<file path="config.mk">
export PLATFORM = sky130hd
export DESIGN_NAME = wb_arbiter
export DESIGN_NICKNAME = d
export VERILOG_FILES = /design/src/nebula_pkg.sv /design/src/wb_arbiter.sv
export VERILOG_INCLUDE_DIRS = /design/src
export SDC_FILE = /design/constraint.sdc
export NUM_CORES = 1
export LEC_CHECK = 0
export ABC_AREA = 1
export BUFFER_PORTS_ARGS = -buffer_cell sky130_fd_sc_hd__buf_2
export CORE_AREA = 8 8 114 116
export CTS_CLUSTER_SIZE = 12
export DETAILED_ROUTE_END_ITERATION = 12
export DIE_AREA = 0 0 122 124
export RECOVER_POWER = 25
export SLEW_MARGIN = 20
export SYNTH_ARGS = -nofsm -noshare
export SYNTH_HDL_FRONTEND = slang
export SYNTH_SLANG_ARGS = --single-unit
</file>
<file path="constraint.sdc">
create_clock -name wb_clk_i -period 1.15 [get_ports wb_clk_i]
set_input_delay 0.23 -clock wb_clk_i [delete_from_list [all_inputs] [get_ports wb_clk_i]]
set_output_delay 0.23 -clock wb_clk_i [all_outputs]
set_load 0.02 [all_outputs]
</file>
<file path="src/nebula_params.svh">
// ~~~~~~~~~~~~~~~~~~~~~~~~~~~~~~~~~~~~~~~~
// Nebula shared bus parameters
// ~~~~~~~~~~~~~~~~~~~~~~~~~~~~~~~~~~~~~~~~
`ifndef NEBULA_PARAMS_SVH
`define NEBULA_PARAMS_SVH

// Team designs feeding pads and LA
`define NUM_TEAMS   2
`define NUM_PADS    38              // Breakout board pads

// SRAM depth in 32-bit words
`define SRAM_WORDS  256

// Region bases, 64 KiB each, decoded on bits 31..16
`define SRAM_BASE   32'h3000_0000
`define GPIO_BASE   32'h3001_0000
`define LA_BASE     32'h3002_0000

`endif

</file>
<file path="src/nebula_pkg.sv">
// ~~~~~~~~~~~~~~~~~~~~~~~~~~~~~~~~~~~~~~~~
// Nebula shared bus types
// ~~~~~~~~~~~~~~~~~~~~~~~~~~~~~~~~~~~~~~~~
`include "nebula_params.svh"

package nebula_pkg;

    // Wishbone bus fields
    typedef logic [31:0] wb_adr_t;
    typedef logic [31:0] wb_dat_t;
    typedef logic [3:0]  wb_sel_t;     // Byte select

    // Team index, 0 or above NUM_TEAMS means default
    typedef logic [3:0] team_sel_t;

    typedef logic [`NUM_PADS-1:0] pad_vec_t;
    typedef logic [127:0]         la_vec_t;    // Four banks of 32 lanes

    // Bus ownership
    typedef enum logic [1:0] {
        ARB_IDLE,
        ARB_M0,     // SoC manager owns the bus
        ARB_M1      // Team manager owns the bus
    } arb_state_t;

endpackage

</file>
<file path="src/wb_arbiter.sv">
// ~~~~~~~~~~~~~~~~~~~~~~~~~~~~~~~~~~~~~~~~
// Two-manager Wishbone arbiter
// ~~~~~~~~~~~~~~~~~~~~~~~~~~~~~~~~~~~~~~~~
module wb_arbiter (
    input  logic                wb_clk_i,
    input  logic                reset_i,

    // Manager 0, management SoC
    input  logic                s0_cyc_i,
    input  logic                s0_stb_i,
    input  logic                s0_we_i,
    input  nebula_pkg::wb_sel_t s0_sel_i,
    input  nebula_pkg::wb_adr_t s0_adr_i,
    input  nebula_pkg::wb_dat_t s0_dat_i,
    output logic                s0_ack_o,
    output nebula_pkg::wb_dat_t s0_dat_o,

    // Manager 1, team design
    input  logic                s1_cyc_i,
    input  logic                s1_stb_i,
    input  logic                s1_we_i,
    input  nebula_pkg::wb_sel_t s1_sel_i,
    input  nebula_pkg::wb_adr_t s1_adr_i,
    input  nebula_pkg::wb_dat_t s1_dat_i,
    output logic                s1_ack_o,
    output nebula_pkg::wb_dat_t s1_dat_o,

    // Shared bus toward the decoder
    output logic                m_cyc_o,
    output logic                m_stb_o,
    output logic                m_we_o,
    output nebula_pkg::wb_sel_t m_sel_o,
    output nebula_pkg::wb_adr_t m_adr_o,
    output nebula_pkg::wb_dat_t m_dat_o,
    input  logic                m_ack_i,
    input  nebula_pkg::wb_dat_t m_dat_i
);

    nebula_pkg::arb_state_t state, state_nxt;
    logic last_m1;      // Last grant went to manager 1
    logic own0, own1;

    always_comb begin
        state_nxt = state;
        case (state)
            nebula_pkg::ARB_IDLE: begin
                // Tie goes to whoever was not served last
                if (s0_cyc_i && s1_cyc_i) begin
                    state_nxt = last_m1 ? nebula_pkg::ARB_M0 : nebula_pkg::ARB_M1;
                end else if (s0_cyc_i) begin
                    state_nxt = nebula_pkg::ARB_M0;
                end else if (s1_cyc_i) begin
                    state_nxt = nebula_pkg::ARB_M1;
                end
            end
            nebula_pkg::ARB_M0: if (!s0_cyc_i) state_nxt = nebula_pkg::ARB_IDLE;
            nebula_pkg::ARB_M1: if (!s1_cyc_i) state_nxt = nebula_pkg::ARB_IDLE;
            default:            state_nxt = nebula_pkg::ARB_IDLE;
        endcase
    end

    always_ff @(posedge wb_clk_i) begin
        if (reset_i) begin
            state   <= nebula_pkg::ARB_IDLE;
            last_m1 <= 1'b1;        // Manager 0 wins the first tie
        end else begin
            state <= state_nxt;
            if (state == nebula_pkg::ARB_IDLE && state_nxt != nebula_pkg::ARB_IDLE)
                last_m1 <= (state_nxt == nebula_pkg::ARB_M1);
        end
    end

    assign own0 = (state == nebula_pkg::ARB_M0);
    assign own1 = (state == nebula_pkg::ARB_M1);

    // Handshake lines stay low with no owner
    assign m_cyc_o = (own0 & s0_cyc_i) | (own1 & s1_cyc_i);
    assign m_stb_o = (own0 & s0_stb_i) | (own1 & s1_stb_i);
    assign m_we_o  = own1 ? s1_we_i  : s0_we_i;
    assign m_sel_o = own1 ? s1_sel_i : s0_sel_i;
    assign m_adr_o = own1 ? s1_adr_i : s0_adr_i;
    assign m_dat_o = own1 ? s1_dat_i : s0_dat_i;

    // Response goes back to the owner alone
    assign s0_ack_o = own0 & m_ack_i;
    assign s1_ack_o = own1 & m_ack_i;
    assign s0_dat_o = own0 ? m_dat_i : '0;
    assign s1_dat_o = own1 ? m_dat_i : '0;

endmodule

</file>
==> metrics.md, run 1 <==
| Metric | Value |
|---|---|
| Run status | finished with violations |
| Failing checks | setup timing |
| Logic gate share of total power | between 70% and 80% |
| Rel. slew slack | 86.4% |
| Routed wire length | around 12,000 um |
| Setup Viol. Count Final | 137 |
| Ant diodes | 0 |
| CTS tree | yes |
| Place WS | -207 ps |
| Slack of the worst reg-to-reg path | 10 ps |
| CP startpoint kind | register |
| Sequential cell fraction of total power | 4.3% |
| Leakage | ~2.6 nW |
| I/O pin count | roughly 310 |
| Min cycle time layout | 1560 ps |
| Setup CP Type | reg2out |
| Worst-path fanout max | 9 |
| DRC viols | 0 |
| Row cnt | 39 |
| Max Slew Vio Count | 0 |
| Reg clk slew, reported paths | roughly 30 ps |
| Clk pwr share | between 10% and 20% |
| Tcrit/Tclk final | 136% |
| Slew @ Worst Pin | 204 ps |
| Via Count | 3,205 |
| Fin Setup TNS | -46,930 ps |
| Worst hold slack | ~200 ps |
| Final count of hold timing violations | 0 |
| Die Wd | approximately 120 um |
| RSZ-0062 raised after global routing | yes |
| Most common cell after layout, fill and taps aside | buf_2 |
| Layout cell share with drive strength beyond 1 | 69.2% |
| Core ar. | 11,200 um2 |
| Worst Hold Class | in2reg |
| Post-Syn Area | about 1400 um2 |
| Setup WS post-layout | -409 ps |
| Mean Syn Cell Area | 3.99 um2 |
| Syn. warnings | 0 |
| Max Root-Sink Buffers | 2 |
| Initial Util | ~13% |
| Synth cell types | 12 |
| Die H | ~120 um |
| Pwr dens | about 660 nW/um2 |
| Largest net degree at the start of global routing | 39 |
| Fin nets | 854 |
| Setup crit end kind | output pin |
| Vias per cell | 3.91 |
| CTS sink count | 3 |
| First-pass GRT wire length | 16,900 um |
| Fin area | between 4000 and 5000 um2 |
| Cell count after synthesis | 356 |
| Root buf cell | clkbuf_16 |
| Layout Skew | roughly 0.43 ps |
| Clock Latency Late Sink | 220 ps |
| Final core occ | around two fifths |
| Seq/Total Area, Yosys | 4.23% |
| TritonCTS Buffers | 3 |
| Gp weighted congestion | around 0.8 |
| H-tree Lvls | 1 |
| Global route total overflow | 0 |
| Arrival time worst endpoint | between 1000 and 1500 ps |
| Syn Nets | approximately 530 |
| Most frequent cells in the layout | 234 x buf_2, 151 x nand2_1, 71 x buf_4 |
| Die area | 15,100 um2 |
| Post-DR wirelength/cell | between 10 and 15 um |
| First-pass DRT Iterations | 4 |
| Initial antenna violation count | 3 |
| Area Growth Syn to Fin | 203% |
| Post-route ant nets | 0 |
| DR iter-0 viols | 65 |
| P_int | between 1 and 1.5 mW |
| Number of global-route vias before repair | approximately 3,300 |
| Placed cell area | 3830 um2 |
| Worst IR Drop VDD | 0.381 mV |
| Synthesized flop and latch total | 3 |
| Fmax | 642 MHz |
| Sw Share | between 40% and 50% |
| Total GRT Usage | 14.0% |
| CP Data Required Time | 920 ps |
| Switching power | ~1.3 mW |
| Port Buffer Count | around 310 |
| Hpwl dp | roughly 10,000 um |
| # Max-Cap Violations | 0 |
==> power by group through the flow <==
stage / Sequential (mW) / Clock [mW] / Combinational, mW
floorplan: 0.122 / 0 / 1.13
global placement: 0.121 / 0 / 1.93
detailed placement: 0.121 / 0 / 1.93
CTS: 0.121 / 0.561 / 2.12
global route: 0.121 / 0.569 / 2.33
finish: 0.120 / 0.553 / 2.15
==> per-layer routing <==
layer  track usage, %  up-vias  wire length [um]
li1                 -     1657                 -
met1             14.8     1349              4280
met2             25.4      187              5940
met3             6.71        8              1640
met4             1.85        4                59
met5                0        -                27
==> cell usage after synthesis <==
library cell / number / area (um2)
a21oi_1: 1 / 5.00
and2_1: 1 / 6.26
buf_2: 13 / 65.1
buf_4: 1 / 7.51
clkbuf_1: 7 / 26.3
dfxtp_1: 3 / 60.1
inv_1: 37 / 139
inv_2: 1 / 3.75
nand2_1: 218 / 818
nand3_1: 4 / 20.0
nor2_1: 69 / 259
nor2_4: 1 / 11.3
==> logic make-up after synthesis <==
kind of cell	synth area share, %
AND/OR/NAND/NOR	78.4
flip-flops	4.23
AO/OA/AOI/OAI	0.352
buffers and inverters	17.0
==> timing repair <==
item | 4_1_cts | 5_1_grt
hold buffers | 0 | 0
pin swaps | 0 | 1
buffers inserted | 0 | 0
setup endpoints to repair | 138 | 138
cloned | 2 | 1
gates resized for setup | 89 | 25
==> metrics by stage <==
step | power, mW | instances
4_1_cts | 2.80 | 818
3_3_place_gp | 2.05 | 812
3_5_place_dp | 2.05 | 812
6_report | 2.82 | 819
5_1_grt | 3.02 | 819
2_1_floorplan | 1.25 | 356
==> worst paths after layout <==
| path | from | to | cells past startpoint |
|---|---|---|---|
| worst max-delay path | state[1] | m_adr_o[0] | 7 |
| worst min register to register | last_m1 | last_m1 | 4 |
| worst min-delay path | reset_i | state[1] | 2 |
| worst max register to register | state[1] | state[1] | 7 |
==> area by class of cell <==
cell class | instances | area (um2)
fillers | 1209 | 6870
repair buffers | 337 | 2150
multi-input cells | 294 | 1690
well taps | 143 | 179
inverters | 38 | 145
clock buffers | 4 | 78.8
flip-flops and latches | 3 | 62.6
==> critical path: stages, from the launching register on <==
cell	delay, ps
dfxtp_2	300
inv_2	60
nor2_4	50
inv_4	170
buf_6	210
nand2_1	80
nand2_2	60
buf_2	160
==> sequential cells by signal (all words and copies together) (netlist names) <==
register / count
state: 2
last_m1: 1
(Power assumes the default switching activity.)
==> run 2: changes to the inputs <==
--- a/config.mk
+++ b/config.mk
@@ -17,3 +17,4 @@
 export SYNTH_ARGS = -nofsm -noshare
 export SYNTH_HDL_FRONTEND = slang
 export SYNTH_SLANG_ARGS = --single-unit
+export TNS_END_PERCENT = 20
==> run 2 against run 1 <==
Against the previous run: the flow still finishes with violations (setup timing); sequential share of layout area decreased by 0.099 points; register-to-register slack got worse by 60 ps; fmax fell by 2.1%.
==> metrics.md, run 2 (synthesized netlist as in run 1, its figures left out) <==
| Metric | Value |
|---|---|
| Number of global-route vias before repair | roughly 3,200 |
| Total GRT Usage | about an eighth |
| Hold Crit Depth | 2 |
| Hold Buf Count CTS | 0 |
| Port Buffer Count | approximately 310 |
| CP Data Required Time | 920 ps |
| Setup WS post-layout | -443 ps |
| Rel. slew slack | 85.8% |
| Setup Viol. Count Final | approximately 140 |
| Top Registers | state: 2 flops, last_m1: 1 flops |
| Leakage | ~2.7 nW |
| Reg-to-reg endpoint | state[1] |
| First-pass GRT wire length | ~16,000 um |
| RSZ-0062 raised after global routing | yes |
| Post-route ant nets | 0 |
| Reg clk slew, reported paths | ~30 ps |
| DR iter-0 viols | 67 |
| Fmax | approximately 630 MHz |
| H-tree Lvls | 1 |
| Cell depth of the worst flop-to-flop path | 7 |
| Gp weighted congestion | 0.798 |
| Post-DR wirelength/cell | between 15 and 20 um |
| Top reg by flops | state |
| Multi-input gate area | roughly 1500 um2 |
| Initial antenna violation count | 2 |
| CTS sink count | 3 |
| Max Slew Vio Count | 0 |
| Largest net degree at the start of global routing | 57 |
| Tcrit/Tclk final | 138% |
| Layout cell share with drive strength beyond 1 | a little over three fifths |
| Worst IR Drop VDD | roughly 0.52 mV |
| TritonCTS Buffers | 3 |
| Setup CP Type | reg2out |
| Max Root-Sink Buffers | 2 |
| Fin area | roughly 4600 um2 |
| Global route total overflow | 0 |
| # Max-Cap Violations | 0 |
| Initial Util | approximately an eighth |
| Fin nets | 856 |
| Die H | 124 um |
| Worst Hold End | state[1] |
| Via Count | roughly 3,400 |
| I/O pin count | 314 |
| Row cnt | 39 |
| Area Growth Syn to Fin | 225% |
| FF+latch area | approximately 63 um2 |
| Failing checks | setup timing |
| Min cycle time layout | between 1500 and 2000 ps |
| Run status | finished with violations |
| Worst-path fanout max | 17 |
| Core ar. | 11,200 um2 |
| Vias per cell | 4.10 |
| Place WS | -207 ps |
| Worst Hold Class | in2reg |
| Routed wire length | about 13,000 um |
| Slew @ Worst Pin | 212 ps |
| Layout Skew | ~2.6 ps |
| Slack of the worst reg-to-reg path | -50 ps |
| Die Wd | 122 um |
| Pwr dens | approximately 650 nW/um2 |
| CP startpoint kind | register |
| First-pass DRT Iterations | 9 |
| Max FFs per register | 2 |
| DRC viols | 0 |
| Root buf cell | clkbuf_16 |
| Fin Setup TNS | -53,370 ps |
| Die area | about 15,000 um2 |
| Filler Cell Count | between 1,000 and 1,500 |
| Most frequent cells in the layout | 198 x nand2_1, 189 x buf_2, 82 x buf_6 |
| Most common cell after layout, fill and taps aside | nand2_1 |
| Setup crit end kind | output pin |
| Source of the worst hold timing path | reset_i |
| CTS tree | yes |
| Reg2reg start | state[1] |
| Hpwl dp | 9550 um |
| Clock Latency Late Sink | 220 ps |
| Arrival time worst endpoint | between 1000 and 1500 ps |
| Placed cell area | 3440 um2 |
| Final count of hold timing violations | 0 |
run 2: changes by cell type in the layout (fill, tap and decap cells not counted), sizes merged:
cell / change
clkbuf: +5
buf: -3
diode: +1
run 2: layout make-up:
type / instances / area share (%)
well taps: 143 / 3.87
repair buffers: 339 / 56.2
flip-flops and latches: 3 / 1.35
clock buffers: 4 / 1.71
inverters: 38 / 3.36
multi-input cells: 294 / 33.5
diodes: 1 / 0.0541
run 2: through the flow:
stage                     total power [mW]  std cells  util (%)  hold slack (ps)
after global placement                1.87        803      30.8              419
after global routing                  3.20        822      41.4              209
after floorplan                       1.11        356         -              292
after CTS                             2.64        808      34.7              188
after detailed placement              1.86        803      30.8              419
final                                 3.02        822      41.4              206
run 2: what timing repair did:
item                                    CTS  global route
buffers inserted                          0             4
gates resized for setup                 121           160
pin swaps                                 3             1
gates cloned                              1             9
endpoints found under the setup margin  138           138
run 2: worst max-delay path, stage by stage, from the launching register on:
cell	delay, ps
dfxtp_2	310
inv_2	40
nor2_4	140
buf_12	140
inv_12	60
buf_16	150
nand2_1	70
nand2_1	60
buf_2	160
run 2: per-layer routing:
layer  global-route usage (%)  up-vias  share of wire, %
met4                     2.00        2              0.27
met3                     5.80        4                12
met5                        0        -             0.098
met2                     24.2      218                52
met1                     13.3     1484                36
li1                         -     1666                 -
run 2: worst max path at each step:
stage	startpoint	to	slack (ps)
detailed placement	state[1]	s0_dat_o[24]	-210
global route	state[1]	m_dat_o[5]	-500
floorplan	state[0]	s1_dat_o[10]	-140
finish	state[1]	m_adr_o[31]	-440
global placement	state[1]	s0_dat_o[25]	-210
CTS	state[1]	s0_dat_o[17]	-420
run 2: power breakdown:
part | internal [mW] | leakage [nW] | switching, mW
registers | 0.115 | 0.0255 | 0.00604
clock network | 0.457 | 0.0382 | 0.0922
logic | 1.07 | 2.67 | 1.27
==> run 3: changes to the inputs <==
--- a/config.mk
+++ b/config.mk
@@ -6,12 +6,11 @@
 export SDC_FILE = /design/constraint.sdc
 export NUM_CORES = 1
 export LEC_CHECK = 0
-export ABC_AREA = 1
 export BUFFER_PORTS_ARGS = -buffer_cell sky130_fd_sc_hd__buf_2
-export CORE_AREA = 8 8 114 116
+export CORE_AREA = 8 8 117 119
 export CTS_CLUSTER_SIZE = 12
 export DETAILED_ROUTE_END_ITERATION = 12
-export DIE_AREA = 0 0 122 124
+export DIE_AREA = 0 0 125 127
 export RECOVER_POWER = 25
 export SLEW_MARGIN = 20
 export SYNTH_ARGS = -nofsm -noshare
==> run 3 against run 2 <==
Against the previous run: the run still ends with setup timing left; combinational power down 26%; synthesized area up 4.6%; sequential power about the same; utilization down 8.2 points; critical path depth down 4; clock power up 0.7%; cell count down 23%; largest power group unchanged.
==> metrics.md, run 3 <==
| Metric | Value |
|---|---|
| Run status | finished with violations |
| Failing checks | setup timing |
| Multi-input gate area | about 1400 um2 |
| Synth top cells by count | 66 x and2_1, 59 x mux2_2, 10 x mux2_4, 6 x clkbuf_1, 5 x buf_4 |
| Leakage | between 2 and 2.5 nW |
| Area Growth Syn to Fin | 164% |
| Syn Nets | between 300 and 400 |
| Global route total overflow | 0 |
| Synth cell types | 18 |
| Max FFs per register | 2 |
| Placed cell area | roughly 3400 um2 |
| Setup CP Type | reg2out |
| Post-route ant nets | 0 |
| Top Registers | state: 2 flops, last_m1: 1 flops |
| Hold Buf Count CTS | 0 |
| RSZ-0062 raised after global routing | yes |
| Fmax | slightly below 600 MHz |
| Die H | approximately 130 um |
| Clock Latency Late Sink | 220 ps |
| Worst path max stage delay | approximately 350 ps |
| Buffers and inverters on the worst path | 2 |
| Root buf cell | clkbuf_16 |
| TritonCTS Buffers | 3 |
| Yosys top cell by area | mux2_2 |
| Max Root-Sink Buffers | 2 |
| Hold Crit Depth | 2 |
| Dominant cells by area after synthesis | mux2_2 45%, and2_1 28%, mux2_4 10% |
| Slack of the worst reg-to-reg path | -180 ps |
| Initial antenna violation count | 0 |
| Fin area | slightly below 4000 um2 |
| CTS sink count | 3 |
| Top reg by flops | state |
| Die area | roughly 16,000 um2 |
| CTS tree | yes |
| H-tree Lvls | 1 |
| Worst IR Drop VDD | about 0.47 mV |
| Synth Flop Type | dfxtp_1 |
| CP startpoint kind | register |
| First-pass DRT Iterations | 4 |
| Ys async rst share | 0% |
| Critical Path Sink | m_dat_o[31] |
| Routed wire length | around 11,000 um |
| Die Wd | 125 um |
| Most common cell in the netlist | and2_1 |
| Post-DR wirelength/cell | 16.8 um |
| Row cnt | 40 |
| Post-Syn Area | 1490 um2 |
| Worst Hold Class | in2reg |
| Setup WS post-layout | -559 ps |
| Setup Viol. Count Final | roughly 140 |
| Pwr dens | 613 nW/um2 |
| Reg clk slew, reported paths | around 30 ps |
| I/O pin count | around 310 |
| Gp weighted congestion | between 0.7 and 0.8 |
| # Max-Cap Violations | 0 |
| Fin nets | roughly 660 |
| EDFF count, synth | 0 |
| Filler Cell Count | between 1,000 and 1,500 |
| Inst Count DP | 626 |
| Rel. slew slack | 83.6% |
| Reg-to-reg endpoint | last_m1 |
| Initial Util | between 10% and 20% |
| Worst hold slack | 214 ps |
| DRC viols | 0 |
| Core ar. | between 10,000 and 15,000 um2 |
| Most common cell after layout, fill and taps aside | buf_2 |
| Seq/Total Area, Yosys | under 10% |
| Final count of hold timing violations | 0 |
| Area share of the leading cell type in the synthesized netlist | ~45% |
| Layout Cells excl Fill | ~630 |
| Max Slew Vio Count | 0 |
| Setup crit end kind | output pin |
| Syn. warnings | 0 |
| FF+latch area | between 60 and 70 um2 |
| Arrival time worst endpoint | around 1500 ps |
| Number of global-route vias before repair | roughly 2,800 |
| Delay-heaviest family, CP | flip-flops |
| CP startpoint | state[0] |
| Min cycle time layout | roughly 1700 ps |
| Synthesized flop and latch total | 3 |
| Critical path depth in cells | 4 |
| Tcrit/Tclk final | 149% |
| Layout cell share with drive strength beyond 1 | roughly 84% |
| Via Count | roughly 2,500 |
| CP Data Required Time | just over 900 ps |
| Crit-path slowest cell | dfxtp_4 |
| Port Buffer Count | about 310 |
| DR iter-0 viols | between 40 and 50 |
| Slew @ Worst Pin | around 240 ps |
| Fin Setup TNS | -65,630 ps |
| First-pass GRT wire length | about 15,000 um |
| Cell depth of the worst flop-to-flop path | 3 |
| Reg2reg start | state[1] |
| Mean Syn Cell Area | roughly 9 um2 |
| Vias per cell | roughly 4.0 |
| Total GRT Usage | approximately an eighth |
| Worst-path fanout max | 14 |
| Crit path cell chain | nand2b_4 > buf_12 > mux2_2 > buf_2 |
| Most frequent cells in the layout | 216 x buf_2, 66 x and2_1, 62 x buf_4 |
| Cell count after synthesis | between 150 and 200 |
| Layout Skew | approximately 3.5 ps |
| Hpwl dp | between 9000 and 10,000 um |
| Largest net degree at the start of global routing | 35 |
run 3: cells by family after synthesis:
| kind of cell | count (synthesis) | synth area share, % |
|---|---|---|
| buf+inv | 16 | 7.41 |
| simple gates | 72 | 30.7 |
| mux | 69 | 54.8 |
| flops | 3 | 4.04 |
| compound gates | 5 | 3.03 |
run 3: layout make-up:
type                            count  area share [%]
Antenna cell                        1          0.0639
Clock buffer                        4            2.01
Inverter                            2           0.192
Multi-Input combinational cell    147            36.8
Sequential cell                     3            1.72
Tap cell                          147            4.69
Timing Repair Buffer              328            54.6
run 3: worst min path at each step:
stage                     startpoint        to  slack (ps)
after floorplan              reset_i  state[1]         320
after global placement       reset_i  state[1]         450
after detailed placement     reset_i  state[1]         450
after CTS                    reset_i  state[1]         210
after global routing         reset_i  state[1]         210
final                        reset_i  state[1]         210
run 3: routing by layer:
layer	GRT usage [%]	vias up	share of wire, %
li1	-	1208	-
met3	5.32	2	11
met5	0	-	0
met4	1.00	0	0.31
met1	12.7	1117	37
met2	21.3	173	51
run 3: where the power goes:
group | internal, mW | total (mW) | switching, mW
clock | 0.458 | 0.554 | 0.0961
sequential | 0.112 | 0.123 | 0.0112
combinational | 0.915 | 1.73 | 0.811
run 3: metrics by stage:
step,utilization [%],power [mW],setup slack [ps]
3_3_place_gp,28.5,1.63,-323
2_1_floorplan,-,0.970,-270
4_1_cts,31.5,2.32,-578
5_1_grt,33.1,2.54,-622
6_report,33.2,2.40,-559
3_5_place_dp,28.5,1.64,-338
run 3: what timing repair did:
item,CTS,global route
gates resized for setup,98,60
setup buffers,0,0
setup endpoints to repair,139,139
pin swaps,2,0
gates cloned,1,0
hold endpoints to repair,0,0
